[src/logic/datapath_defs.svh]
`ifndef DATAPATH_DEFS_SVH
`define DATAPATH_DEFS_SVH

// Width of every register, command word and ALU operand
`define DATA_WIDTH 32

// Register file size and index width
`define REG_COUNT 16
`define REG_IDX_WIDTH 4

// Micro-operation queue depth, a power of two from 2 upward
`define UOP_QUEUE_DEPTH 4

`endif
[src/logic/datapathPkg.sv]
package datapathPkg;

        // ~~~~~~~~~~~~~~~~~~~~~~~~~~~~~~~~~~~~~~~~~~~~~~~~~~~~~~~~~~~~~~~~~~~~~~~~~~~~
        // ALU opcodes as carried in bits 31..27 of an instruction word
        // ~~~~~~~~~~~~~~~~~~~~~~~~~~~~~~~~~~~~~~~~~~~~~~~~~~~~~~~~~~~~~~~~~~~~~~~~~~~~

        typedef enum logic [4:0] {
                opAdd  = 5'b00011,
                opSub  = 5'b00100,
                opAnd  = 5'b00101,
                opOr   = 5'b00110,
                opRor  = 5'b00111,
                opRol  = 5'b01000,
                opShr  = 5'b01001,
                opShra = 5'b01010,
                opShl  = 5'b01011,
                opNeg  = 5'b10001,
                opNot  = 5'b10010,
                // Internal code for register preloads, never legal in an instruction word
                opLoad = 5'b11111
        } aluOpT;

        // Sequencer phases, ReadOperand is T3, Execute is T4, WriteBack is T5
        typedef enum logic [1:0] {
                Idle        = 2'd0,
                ReadOperand = 2'd1,
                Execute     = 2'd2,
                WriteBack   = 2'd3
        } seqStateT;

        // ~~~~~~~~~~~~~~~~~~~~~~~~~~~~~~~~~~~~~~~~~~~~~~~~~~~~~~~~~~~~~~~~~~~~~~~~~~~~
        // Instruction word field positions
        // ~~~~~~~~~~~~~~~~~~~~~~~~~~~~~~~~~~~~~~~~~~~~~~~~~~~~~~~~~~~~~~~~~~~~~~~~~~~~

        localparam int opcodeMsb = 31;
        localparam int opcodeLsb = 27;
        localparam int raMsb     = 26;
        localparam int raLsb     = 23;
        localparam int rbMsb     = 22;
        localparam int rbLsb     = 19;
        localparam int rcMsb     = 18;
        localparam int rcLsb     = 15;

endpackage

[src/logic/uopIf.sv]
`timescale 1ns/1ps
`include "datapath_defs.svh"

interface uopIf;
        import datapathPkg::*;

        logic                       valid;
        logic                       ready;
        aluOpT                      op;
        logic [`REG_IDX_WIDTH-1:0]  destReg;
        logic [`REG_IDX_WIDTH-1:0]  srcRegB;
        logic [`REG_IDX_WIDTH-1:0]  srcRegC;
        // Only meaningful for opLoad
        logic [`DATA_WIDTH-1:0]     data;

        modport producer (
                output valid, op, destReg, srcRegB, srcRegC, data,
                input  ready
        );

        modport consumer (
                input  valid, op, destReg, srcRegB, srcRegC, data,
                output ready
        );

endinterface

[src/logic/cpuDatapath.sv]
`timescale 1ns/1ps
`include "datapath_defs.svh"

module cpuDatapath (
        input  logic                       Clock,
        input  logic                       rstN,
        input  logic                       cmdValid,
        output logic                       cmdReady,
        input  logic                       cmdIsLoad,
        input  logic [`REG_IDX_WIDTH-1:0]  cmdReg,
        input  logic [`DATA_WIDTH-1:0]     cmdWord,
        output logic                       wbValid,
        output logic [`REG_IDX_WIDTH-1:0]  wbReg,
        output logic [`DATA_WIDTH-1:0]     wbData,
        output logic                       illegalOp
);

        // Decoder to queue, then queue to sequencer
        uopIf decodedUop ();
        uopIf queuedUop ();

        instrDecoder decoder (
                .Clock     (Clock),
                .rstN      (rstN),
                .cmdValid  (cmdValid),
                .cmdReady  (cmdReady),
                .cmdIsLoad (cmdIsLoad),
                .cmdReg    (cmdReg),
                .cmdWord   (cmdWord),
                .illegalOp (illegalOp),
                .uopOut    (decodedUop.producer)
        );

        uopQueue queue (
                .Clock  (Clock),
                .rstN   (rstN),
                .uopIn  (decodedUop.consumer),
                .uopOut (queuedUop.producer)
        );

        executeSequencer sequencer (
                .Clock   (Clock),
                .rstN    (rstN),
                .uopIn   (queuedUop.consumer),
                .wbValid (wbValid),
                .wbReg   (wbReg),
                .wbData  (wbData)
        );

endmodule

[src/logic/executeSequencer.sv]
`timescale 1ns/1ps
`include "datapath_defs.svh"

module executeSequencer (
        input  logic                       Clock,
        input  logic                       rstN,
        uopIf.consumer                     uopIn,
        output logic                       wbValid,
        output logic [`REG_IDX_WIDTH-1:0]  wbReg,
        output logic [`DATA_WIDTH-1:0]     wbData
);
        import datapathPkg::*;

        seqStateT                   state;
        logic                       accept;

        aluOpT                      curOp;
        logic [`REG_IDX_WIDTH-1:0]  curDest;
        logic [`REG_IDX_WIDTH-1:0]  curSrcB;
        logic [`REG_IDX_WIDTH-1:0]  curSrcC;

        logic [`DATA_WIDTH-1:0]     regY;
        logic [`DATA_WIDTH-1:0]     regZ;
        logic [`DATA_WIDTH-1:0]     readDataB;
        logic [`DATA_WIDTH-1:0]     readDataC;
        logic [`DATA_WIDTH-1:0]     aluResult;

        // One micro-operation at a time, new work only from Idle
        assign uopIn.ready = state == Idle;
        assign accept      = uopIn.valid && uopIn.ready;

        // ~~~~~~~~~~~~~~~~~~~~~~~~~~~~~~~~~~~~~~~~~~~~~~~~~~~~~~~~~~~~~~~~~~~~~~~~~~~~
        // Phase sequencing
        // ~~~~~~~~~~~~~~~~~~~~~~~~~~~~~~~~~~~~~~~~~~~~~~~~~~~~~~~~~~~~~~~~~~~~~~~~~~~~

        always_ff @(posedge Clock) begin
                if (!rstN) begin
                        state <= Idle;
                end else begin
                        case (state)
                                Idle: begin
                                        if (accept)
                                                state <= (uopIn.op == opLoad) ? WriteBack
                                                                              : ReadOperand;
                                end
                                ReadOperand: state <= Execute;
                                Execute:     state <= WriteBack;
                                WriteBack:   state <= Idle;
                                default:     state <= Idle;
                        endcase
                end
        end

        always_ff @(posedge Clock) begin
                if (accept) begin
                        curOp   <= uopIn.op;
                        curDest <= uopIn.destReg;
                        curSrcB <= uopIn.srcRegB;
                        curSrcC <= uopIn.srcRegC;
                end
                if (state == ReadOperand)
                        regY <= readDataB;
                // A load parks its data in Z so write-back is the same for both paths
                if (accept && uopIn.op == opLoad)
                        regZ <= uopIn.data;
                else if (state == Execute)
                        regZ <= aluResult;
        end

        // ~~~~~~~~~~~~~~~~~~~~~~~~~~~~~~~~~~~~~~~~~~~~~~~~~~~~~~~~~~~~~~~~~~~~~~~~~~~~
        // Register file, ALU and write-back report
        // ~~~~~~~~~~~~~~~~~~~~~~~~~~~~~~~~~~~~~~~~~~~~~~~~~~~~~~~~~~~~~~~~~~~~~~~~~~~~

        assign wbValid = state == WriteBack;
        assign wbReg   = curDest;
        assign wbData  = regZ;

        registerFile regFile (
                .Clock       (Clock),
                .rstN        (rstN),
                .readRegB    (curSrcB),
                .readDataB   (readDataB),
                .readRegC    (curSrcC),
                .readDataC   (readDataC),
                .writeEnable (wbValid),
                .writeReg    (curDest),
                .writeData   (regZ)
        );

        aluUnit alu (
                .op       (curOp),
                .operandY (regY),
                .operandC (readDataC),
                .result   (aluResult)
        );

endmodule

[src/logic/uopQueue.sv]
`timescale 1ns/1ps
`include "datapath_defs.svh"

module uopQueue (
        input  logic     Clock,
        input  logic     rstN,
        uopIf.consumer   uopIn,
        uopIf.producer   uopOut
);
        import datapathPkg::*;

        localparam int depth    = `UOP_QUEUE_DEPTH;
        localparam int ptrWidth = $clog2(depth);
        localparam int cntWidth = $clog2(depth) + 1;

        // ~~~~~~~~~~~~~~~~~~~~~~~~~~~~~~~~~~~~~~~~~~~~~~~~~~~~~~~~~~~~~~~~~~~~~~~~~~~~
        // Storage, one array per micro-operation field
        // ~~~~~~~~~~~~~~~~~~~~~~~~~~~~~~~~~~~~~~~~~~~~~~~~~~~~~~~~~~~~~~~~~~~~~~~~~~~~

        aluOpT                      opMem    [depth];
        logic [`REG_IDX_WIDTH-1:0]  destMem  [depth];
        logic [`REG_IDX_WIDTH-1:0]  srcBMem  [depth];
        logic [`REG_IDX_WIDTH-1:0]  srcCMem  [depth];
        logic [`DATA_WIDTH-1:0]     dataMem  [depth];

        logic [ptrWidth-1:0]        wrPtr;
        logic [ptrWidth-1:0]        rdPtr;
        logic [cntWidth-1:0]        count;
        logic                       wrFire;
        logic                       rdFire;

        assign uopIn.ready  = count != cntWidth'(depth);
        assign uopOut.valid = count != '0;

        assign wrFire = uopIn.valid && uopIn.ready;
        assign rdFire = uopOut.valid && uopOut.ready;

        // The head entry stays put until it is taken, so the payload is stable
        assign uopOut.op      = opMem[rdPtr];
        assign uopOut.destReg = destMem[rdPtr];
        assign uopOut.srcRegB = srcBMem[rdPtr];
        assign uopOut.srcRegC = srcCMem[rdPtr];
        assign uopOut.data    = dataMem[rdPtr];

        always_ff @(posedge Clock) begin
                if (wrFire) begin
                        opMem[wrPtr]   <= uopIn.op;
                        destMem[wrPtr] <= uopIn.destReg;
                        srcBMem[wrPtr] <= uopIn.srcRegB;
                        srcCMem[wrPtr] <= uopIn.srcRegC;
                        dataMem[wrPtr] <= uopIn.data;
                end
        end

        always_ff @(posedge Clock) begin
                if (!rstN) begin
                        wrPtr <= '0;
                        rdPtr <= '0;
                        count <= '0;
                end else begin
                        if (wrFire)
                                wrPtr <= wrPtr + 1'b1;
                        if (rdFire)
                                rdPtr <= rdPtr + 1'b1;
                        case ({wrFire, rdFire})
                                2'b10:   count <= count + 1'b1;
                                2'b01:   count <= count - 1'b1;
                                default: count <= count;
                        endcase
                end
        end

endmodule

[src/logic/instrDecoder.sv]
`timescale 1ns/1ps
`include "datapath_defs.svh"

module instrDecoder (
        input  logic                       Clock,
        input  logic                       rstN,
        input  logic                       cmdValid,
        output logic                       cmdReady,
        input  logic                       cmdIsLoad,
        input  logic [`REG_IDX_WIDTH-1:0]  cmdReg,
        input  logic [`DATA_WIDTH-1:0]     cmdWord,
        output logic                       illegalOp,
        uopIf.producer                     uopOut
);
        import datapathPkg::*;

        logic                             running;
        logic                             cmdFire;
        logic                             opLegal;
        logic [opcodeMsb-opcodeLsb:0]     opField;

        assign opField = cmdWord[opcodeMsb:opcodeLsb];

        always_comb begin
                case (aluOpT'(opField))
                        opAdd, opSub, opAnd, opOr, opRor, opRol,
                        opShr, opShra, opShl, opNeg, opNot: opLegal = 1'b1;
                        default: opLegal = 1'b0;
                endcase
        end

        // The single output slot takes a new command when empty or being drained
        assign cmdReady = running && (!uopOut.valid || uopOut.ready);
        assign cmdFire  = cmdValid && cmdReady;

        always_ff @(posedge Clock) begin
                if (!rstN) begin
                        running      <= 1'b0;
                        uopOut.valid <= 1'b0;
                        illegalOp    <= 1'b0;
                end else begin
                        running   <= 1'b1;
                        illegalOp <= cmdFire && !cmdIsLoad && !opLegal;
                        if (cmdFire) begin
                                // Illegal words are consumed here and leave the slot empty
                                uopOut.valid <= cmdIsLoad || opLegal;
                        end else if (uopOut.ready) begin
                                uopOut.valid <= 1'b0;
                        end
                end
        end

        always_ff @(posedge Clock) begin
                if (cmdFire) begin
                        uopOut.op      <= cmdIsLoad ? opLoad : aluOpT'(opField);
                        uopOut.destReg <= cmdIsLoad ? cmdReg : cmdWord[raMsb:raLsb];
                        uopOut.srcRegB <= cmdWord[rbMsb:rbLsb];
                        uopOut.srcRegC <= cmdWord[rcMsb:rcLsb];
                        uopOut.data    <= cmdWord;
                end
        end

endmodule

[src/logic/aluUnit.sv]
`timescale 1ns/1ps
`include "datapath_defs.svh"

module aluUnit (
        input  datapathPkg::aluOpT          op,
        input  logic [`DATA_WIDTH-1:0]      operandY,
        input  logic [`DATA_WIDTH-1:0]      operandC,
        output logic [`DATA_WIDTH-1:0]      result
);
        import datapathPkg::*;

        localparam int shiftBits = $clog2(`DATA_WIDTH);

        logic [shiftBits-1:0]          amount;
        logic [2*`DATA_WIDTH-1:0]      doubled;
        logic [2*`DATA_WIDTH-1:0]      rotRight;
        logic [2*`DATA_WIDTH-1:0]      rotLeft;

        assign amount = operandC[shiftBits-1:0];

        // Rotates shift a doubled copy of Y and keep the half that wrapped around
        assign doubled  = {operandY, operandY};
        assign rotRight = doubled >> amount;
        assign rotLeft  = doubled << amount;

        always_comb begin
                case (op)
                        opAdd:   result = operandY + operandC;
                        opSub:   result = operandY - operandC;
                        opAnd:   result = operandY & operandC;
                        opOr:    result = operandY | operandC;
                        opShr:   result = operandY >> amount;
                        opShra:  result = $unsigned($signed(operandY) >>> amount);
                        opShl:   result = operandY << amount;
                        opRor:   result = rotRight[`DATA_WIDTH-1:0];
                        opRol:   result = rotLeft[2*`DATA_WIDTH-1:`DATA_WIDTH];
                        opNeg:   result = '0 - operandC;
                        opNot:   result = ~operandC;
                        // Loads bypass the ALU
                        default: result = operandC;
                endcase
        end

endmodule

[src/logic/registerFile.sv]
`timescale 1ns/1ps
`include "datapath_defs.svh"

module registerFile (
        input  logic                       Clock,
        input  logic                       rstN,
        input  logic [`REG_IDX_WIDTH-1:0]  readRegB,
        output logic [`DATA_WIDTH-1:0]     readDataB,
        input  logic [`REG_IDX_WIDTH-1:0]  readRegC,
        output logic [`DATA_WIDTH-1:0]     readDataC,
        input  logic                       writeEnable,
        input  logic [`REG_IDX_WIDTH-1:0]  writeReg,
        input  logic [`DATA_WIDTH-1:0]     writeData
);

        logic [`DATA_WIDTH-1:0] regs [`REG_COUNT];

        // Both read ports see a write only after the edge that performs it
        assign readDataB = regs[readRegB];
        assign readDataC = regs[readRegC];

        always_ff @(posedge Clock) begin
                if (!rstN) begin
                        for (int i = 0; i < `REG_COUNT; i++) begin
                                regs[i] <= '0;
                        end
                end else if (writeEnable) begin
                        regs[writeReg] <= writeData;
                end
        end

endmodule

[config.mk]
export PLATFORM = sky130hd
export DESIGN_NAME = cpuDatapath
export DESIGN_NICKNAME = d
export VERILOG_FILES = /design/src/logic/datapathPkg.sv /design/src/logic/uopIf.sv /design/src/logic/cpuDatapath.sv /design/src/logic/executeSequencer.sv /design/src/logic/uopQueue.sv /design/src/logic/instrDecoder.sv /design/src/logic/aluUnit.sv /design/src/logic/registerFile.sv
export VERILOG_INCLUDE_DIRS = /design/src /design/src/logic
export SDC_FILE = /design/constraint.sdc
export NUM_CORES = 2
export LEC_CHECK = 0
export BUFFER_PORTS_ARGS = -buffer_cell sky130_fd_sc_hd__buf_4
export CAP_MARGIN = 0
export CORE_UTILIZATION = 53
export CTS_BUF_LIST = sky130_fd_sc_hd__clkbuf_4 sky130_fd_sc_hd__clkbuf_8
export CTS_CLUSTER_DIAMETER = 40
export DETAILED_ROUTE_END_ITERATION = 10
export MAX_ROUTING_LAYER = met4
export PLACE_DENSITY_LB_ADDON = 0.05
export SLEW_MARGIN = 0
export SYNTH_ARGS = -nofsm -noshare
export SYNTH_HDL_FRONTEND = slang
export SYNTH_SLANG_ARGS = --single-unit
[constraint.sdc]
create_clock -name Clock -period 6.7 [get_ports Clock]
set_input_delay 0.67 -clock Clock [delete_from_list [all_inputs] [get_ports Clock]]
set_output_delay 0.67 -clock Clock [all_outputs]
set_load 0.005 [all_outputs]
==> flow_summary_export.csv <==
group,metric,value,unit
die,num_rows,109,
worst_setup_path,crit_type,"register to register",
clock_tree,insertion_delay,0.86,ns
timing,skew,0.0581,ns
worst_setup_path,critPathSlowestCell,"edfxtp_1",
clock_tree,cts_max_level,4,
clock_tree,tritoncts,"yes",
synth,syn-num-nets,3890,
worst_setup_path,end_kind,"register",
clock_tree,cts_buffer_depth,3,
die,dieArea,91700,µm²
timing,slew_viol_final,2,
timing,hold_violations,0,
timing,tightest_slew,1.51,ns
hold_path,min_path_cells,1,
worst_setup_path,critical_path_buf_inv_count,1,
synth,synth_edf_count,798,
layout,area_growth_syn_to_layout,11.3,%
worst_setup_path,cpLargestDelayFamily,"compound AO/OA/AOI/OAI gates",
clock_tree,cts_root_buf,"clkbuf_8",
die,coreArea,88900,µm²
global_routing,grtUsageTotal,0.424,
route,drc,0,
clock_tree,post_cts_resized,0,
clock_tree,cts.clk_slew.worst_paths,0.06,ns
die,initial_core_util,0.539,
die,pin_count,79,
route,drt-total-wl,187000,µm
synth,synthFlopType,"edfxtp_1",
timing,finalSetupViolations,0,
route,drt_first_iter_violations,5591,
synth,yosys.area.top_type,"edfxtp_1",
timing,slew-limit-headroom,-0.0320,
global_routing,overflow,0,
timing,period_share,0.877,
clock_tree,cts.sinks,812,
global_routing,grt_max_degree,129,
synth,ys_ff_latch,812,
placement,dp_hpwl,124000,µm
worst_setup_path,worstReg2RegStart,"sequencer.curSrcC[0]",
synth,ys_seq_area_frac,0.506,
route,vias,36470,
timing,holdWs,0.0691,ns
timing,finalSetupTns,0,ns
layout,utilization,0.600,
global_routing,grt_pass1_vias,35501,
clock_tree,cts_buffers,142,
synth,async_reset_ff_frac,0,
flow_run,max_cap_viol_count,1,
layout,drive_above_1_share,0.227,
synth,yosys.area.top_type_share,0.500,
synth,syn_inst,3739,
timing,fmax,170,MHz
clock_tree,cts_setup_buffers,0,
layout,nets,3968,
outcome,failed_checks,"max-capacitance violations, max-slew violations",
hold_path,holdPathEnd,"decoder.uopOut.data[29]",
die,die_height,303,µm
worst_setup_path,crit_fanout,26,
timing,rsz0062_at_grt,"false",
worst_setup_path,reg2regPathDepth,16,
synth,synth.distinct_cells,93,
route,dr.pass1.iters,6,
worst_setup_path,cp.arrival,6.43,ns
synth,netlist_area,47900,µm²
route,viasPerCell,7.14,
global_routing,antenna_found_initial,13,
worst_setup_path,crit_path_cell_trace,"mux4_2, a22o_1, a221oi_4, inv_2, ha_1, a211oi_1, o21bai_1, o21ai_0, o21ai_0, a31o_2, a21o_1, o41ai_1, o21bai_1, a31oi_1, mux2i_1, a221oi_1",
worst_setup_path,start_kind,"register",
hold_path,hold_class,"input port to register",
synth,synth_area_leaders,"edfxtp_1 50%, mux4_2 17%, and2_1 7.4%",
worst_setup_path,rrSetupSlack,0.82,ns
worst_setup_path,crit_required,7.25,ns
synth,yosysMostFrequentCell,"edfxtp_1",
power,peakVddDrop,0.574,mV
synth,postSynthAreaPerCell,12.8,µm²
placement,io_buffers,78,
power,powerDensity,493,nW/µm²
route,ant_nets,0,
placement,gp_congestion,1.09,
timing,fin_crit,5.88,ns
hold_path,min_from,"cmdWord[29]",
worst_setup_path,max_stage_delay,0.85,ns
clock_tree,cts_hold_buf,31,
global_routing,grt_pass1_wl,262000,µm
worst_setup_path,reg2reg_to,"sequencer.wbData[31]",
synth,yosys_warnings,0,
outcome,status,"finished, violations left",
power,power_leakage,19.2,nW
route,wl_per_cell,36.6,µm
synth,yosys-top-cells-count,"798 x edfxtp_1, 568 x and2_1, 366 x mux4_2",
die,die_width,303,µm
==> sequential cells by signal (all words and copies together), names as in the netlist, named ones only <==
signal / flops
decoder.illegalOp: 1
decoder.uopOut.op: 5
sequencer.regFile.regs: 512
queue.count: 3
queue.opMem: 20
queue.destMem: 16
decoder.uopOut.destReg: 4
decoder.uopOut.valid: 1
queue.wrPtr: 2
sequencer.curSrcC: 4
queue.rdPtr: 2
sequencer.wbData: 32
sequencer.regY: 32
decoder.running: 1
sequencer.curOp: 5
sequencer.wbReg: 4
sequencer.curSrcB: 4
queue.dataMem: 128
decoder.uopOut.data: 32
sequencer.state: 2
==> logic make-up (layout without fill, tap and decap cells) <==
kind of cell	Yosys count	in the layout	share of synthesized area
other cells	0	13	0
fa+ha+maj	111	111	0.0294
mux	424	424	0.184
flops	812	812	0.506
compound gates	712	712	0.0985
buf+inv	377	566	0.0324
xor+xnor	54	54	0.00987
simple gates	1249	1249	0.140
==> cell type report <==
| type | count | area, µm² |
|---|---|---|
| fill | 6806 | 35600 |
| tap | 1165 | 1460 |
| clock inverter | 60 | 587 |
| sequential | 812 | 24200 |
| antenna | 13 | 32.5 |
| inverter | 81 | 304 |
| clock buffer | 195 | 2400 |
| multi-input combinational | 2550 | 22400 |
| timing repair buffer | 230 | 1900 |
==> worst max-delay path by stage <==
stage / start / endpoint / slack [ns] / cells after the start
after detailed placement: sequencer.curSrcC[0] / sequencer.wbData[28] / 0.96 / 17
after global routing: sequencer.curSrcC[0] / sequencer.wbData[31] / 0.55 / 16
after global placement: sequencer.curSrcC[0] / sequencer.wbData[31] / 1.01 / 16
after CTS: sequencer.curSrcC[0] / sequencer.wbData[28] / 0.93 / 17
after floorplan: sequencer.curSrcC[3] / sequencer.wbData[30] / 1.35 / 23
final: sequencer.curSrcC[0] / sequencer.wbData[31] / 0.82 / 16
==> layout by cell type (no fill, tap or decap), types with 107 or more instances in the layout <==
master,n
nand3_1,168
nor2_1,172
ha_1,107
buf_4,191
clkbuf_8,150
mux4_2,366
and2_1,563
nand2_1,175
o21ai_0,158
edfxtp_1,798
a21oi_1,124
==> layer usage <==
layer  global-route usage  up-vias  part of all wire
met5                    -        -                 0
met4                0.213        0             0.057
met3                0.106      572              0.13
met2                0.620     2918              0.45
met1                0.551    18303              0.37
li1                     -    14677                 -
==> per-stage QoR <==
step,cell area [µm²],instances,total power [mW],setup slack [ns]
after floorplan,47900,3739,15.3,1.35
after global placement,50000,4807,20.9,1.01
after detailed placement,50000,4807,20.9,0.965
after CTS,53300,5093,25.7,0.935
after global routing,53400,5104,27.0,0.551
final,53400,5106,26.3,0.822
==> report_power, final <==
part           internal (mW)  switching [mW]
Combinational           4.96            9.68
Clock                   2.70            2.14
Sequential              6.07           0.749
Total                   13.7            12.6
==> worst reg2reg max path, delay by kind of cell, from the launching register on <==
family	cells	cell delay (ns)
AO/OA/AOI/OAI	12	3.16
flip-flops	1	0.85
multiplexers	2	0.84
adder cells (fa/ha/maj)	1	0.36
buffers and inverters	1	0.35
No activity file was read; power rests on OpenSTA's default activity.
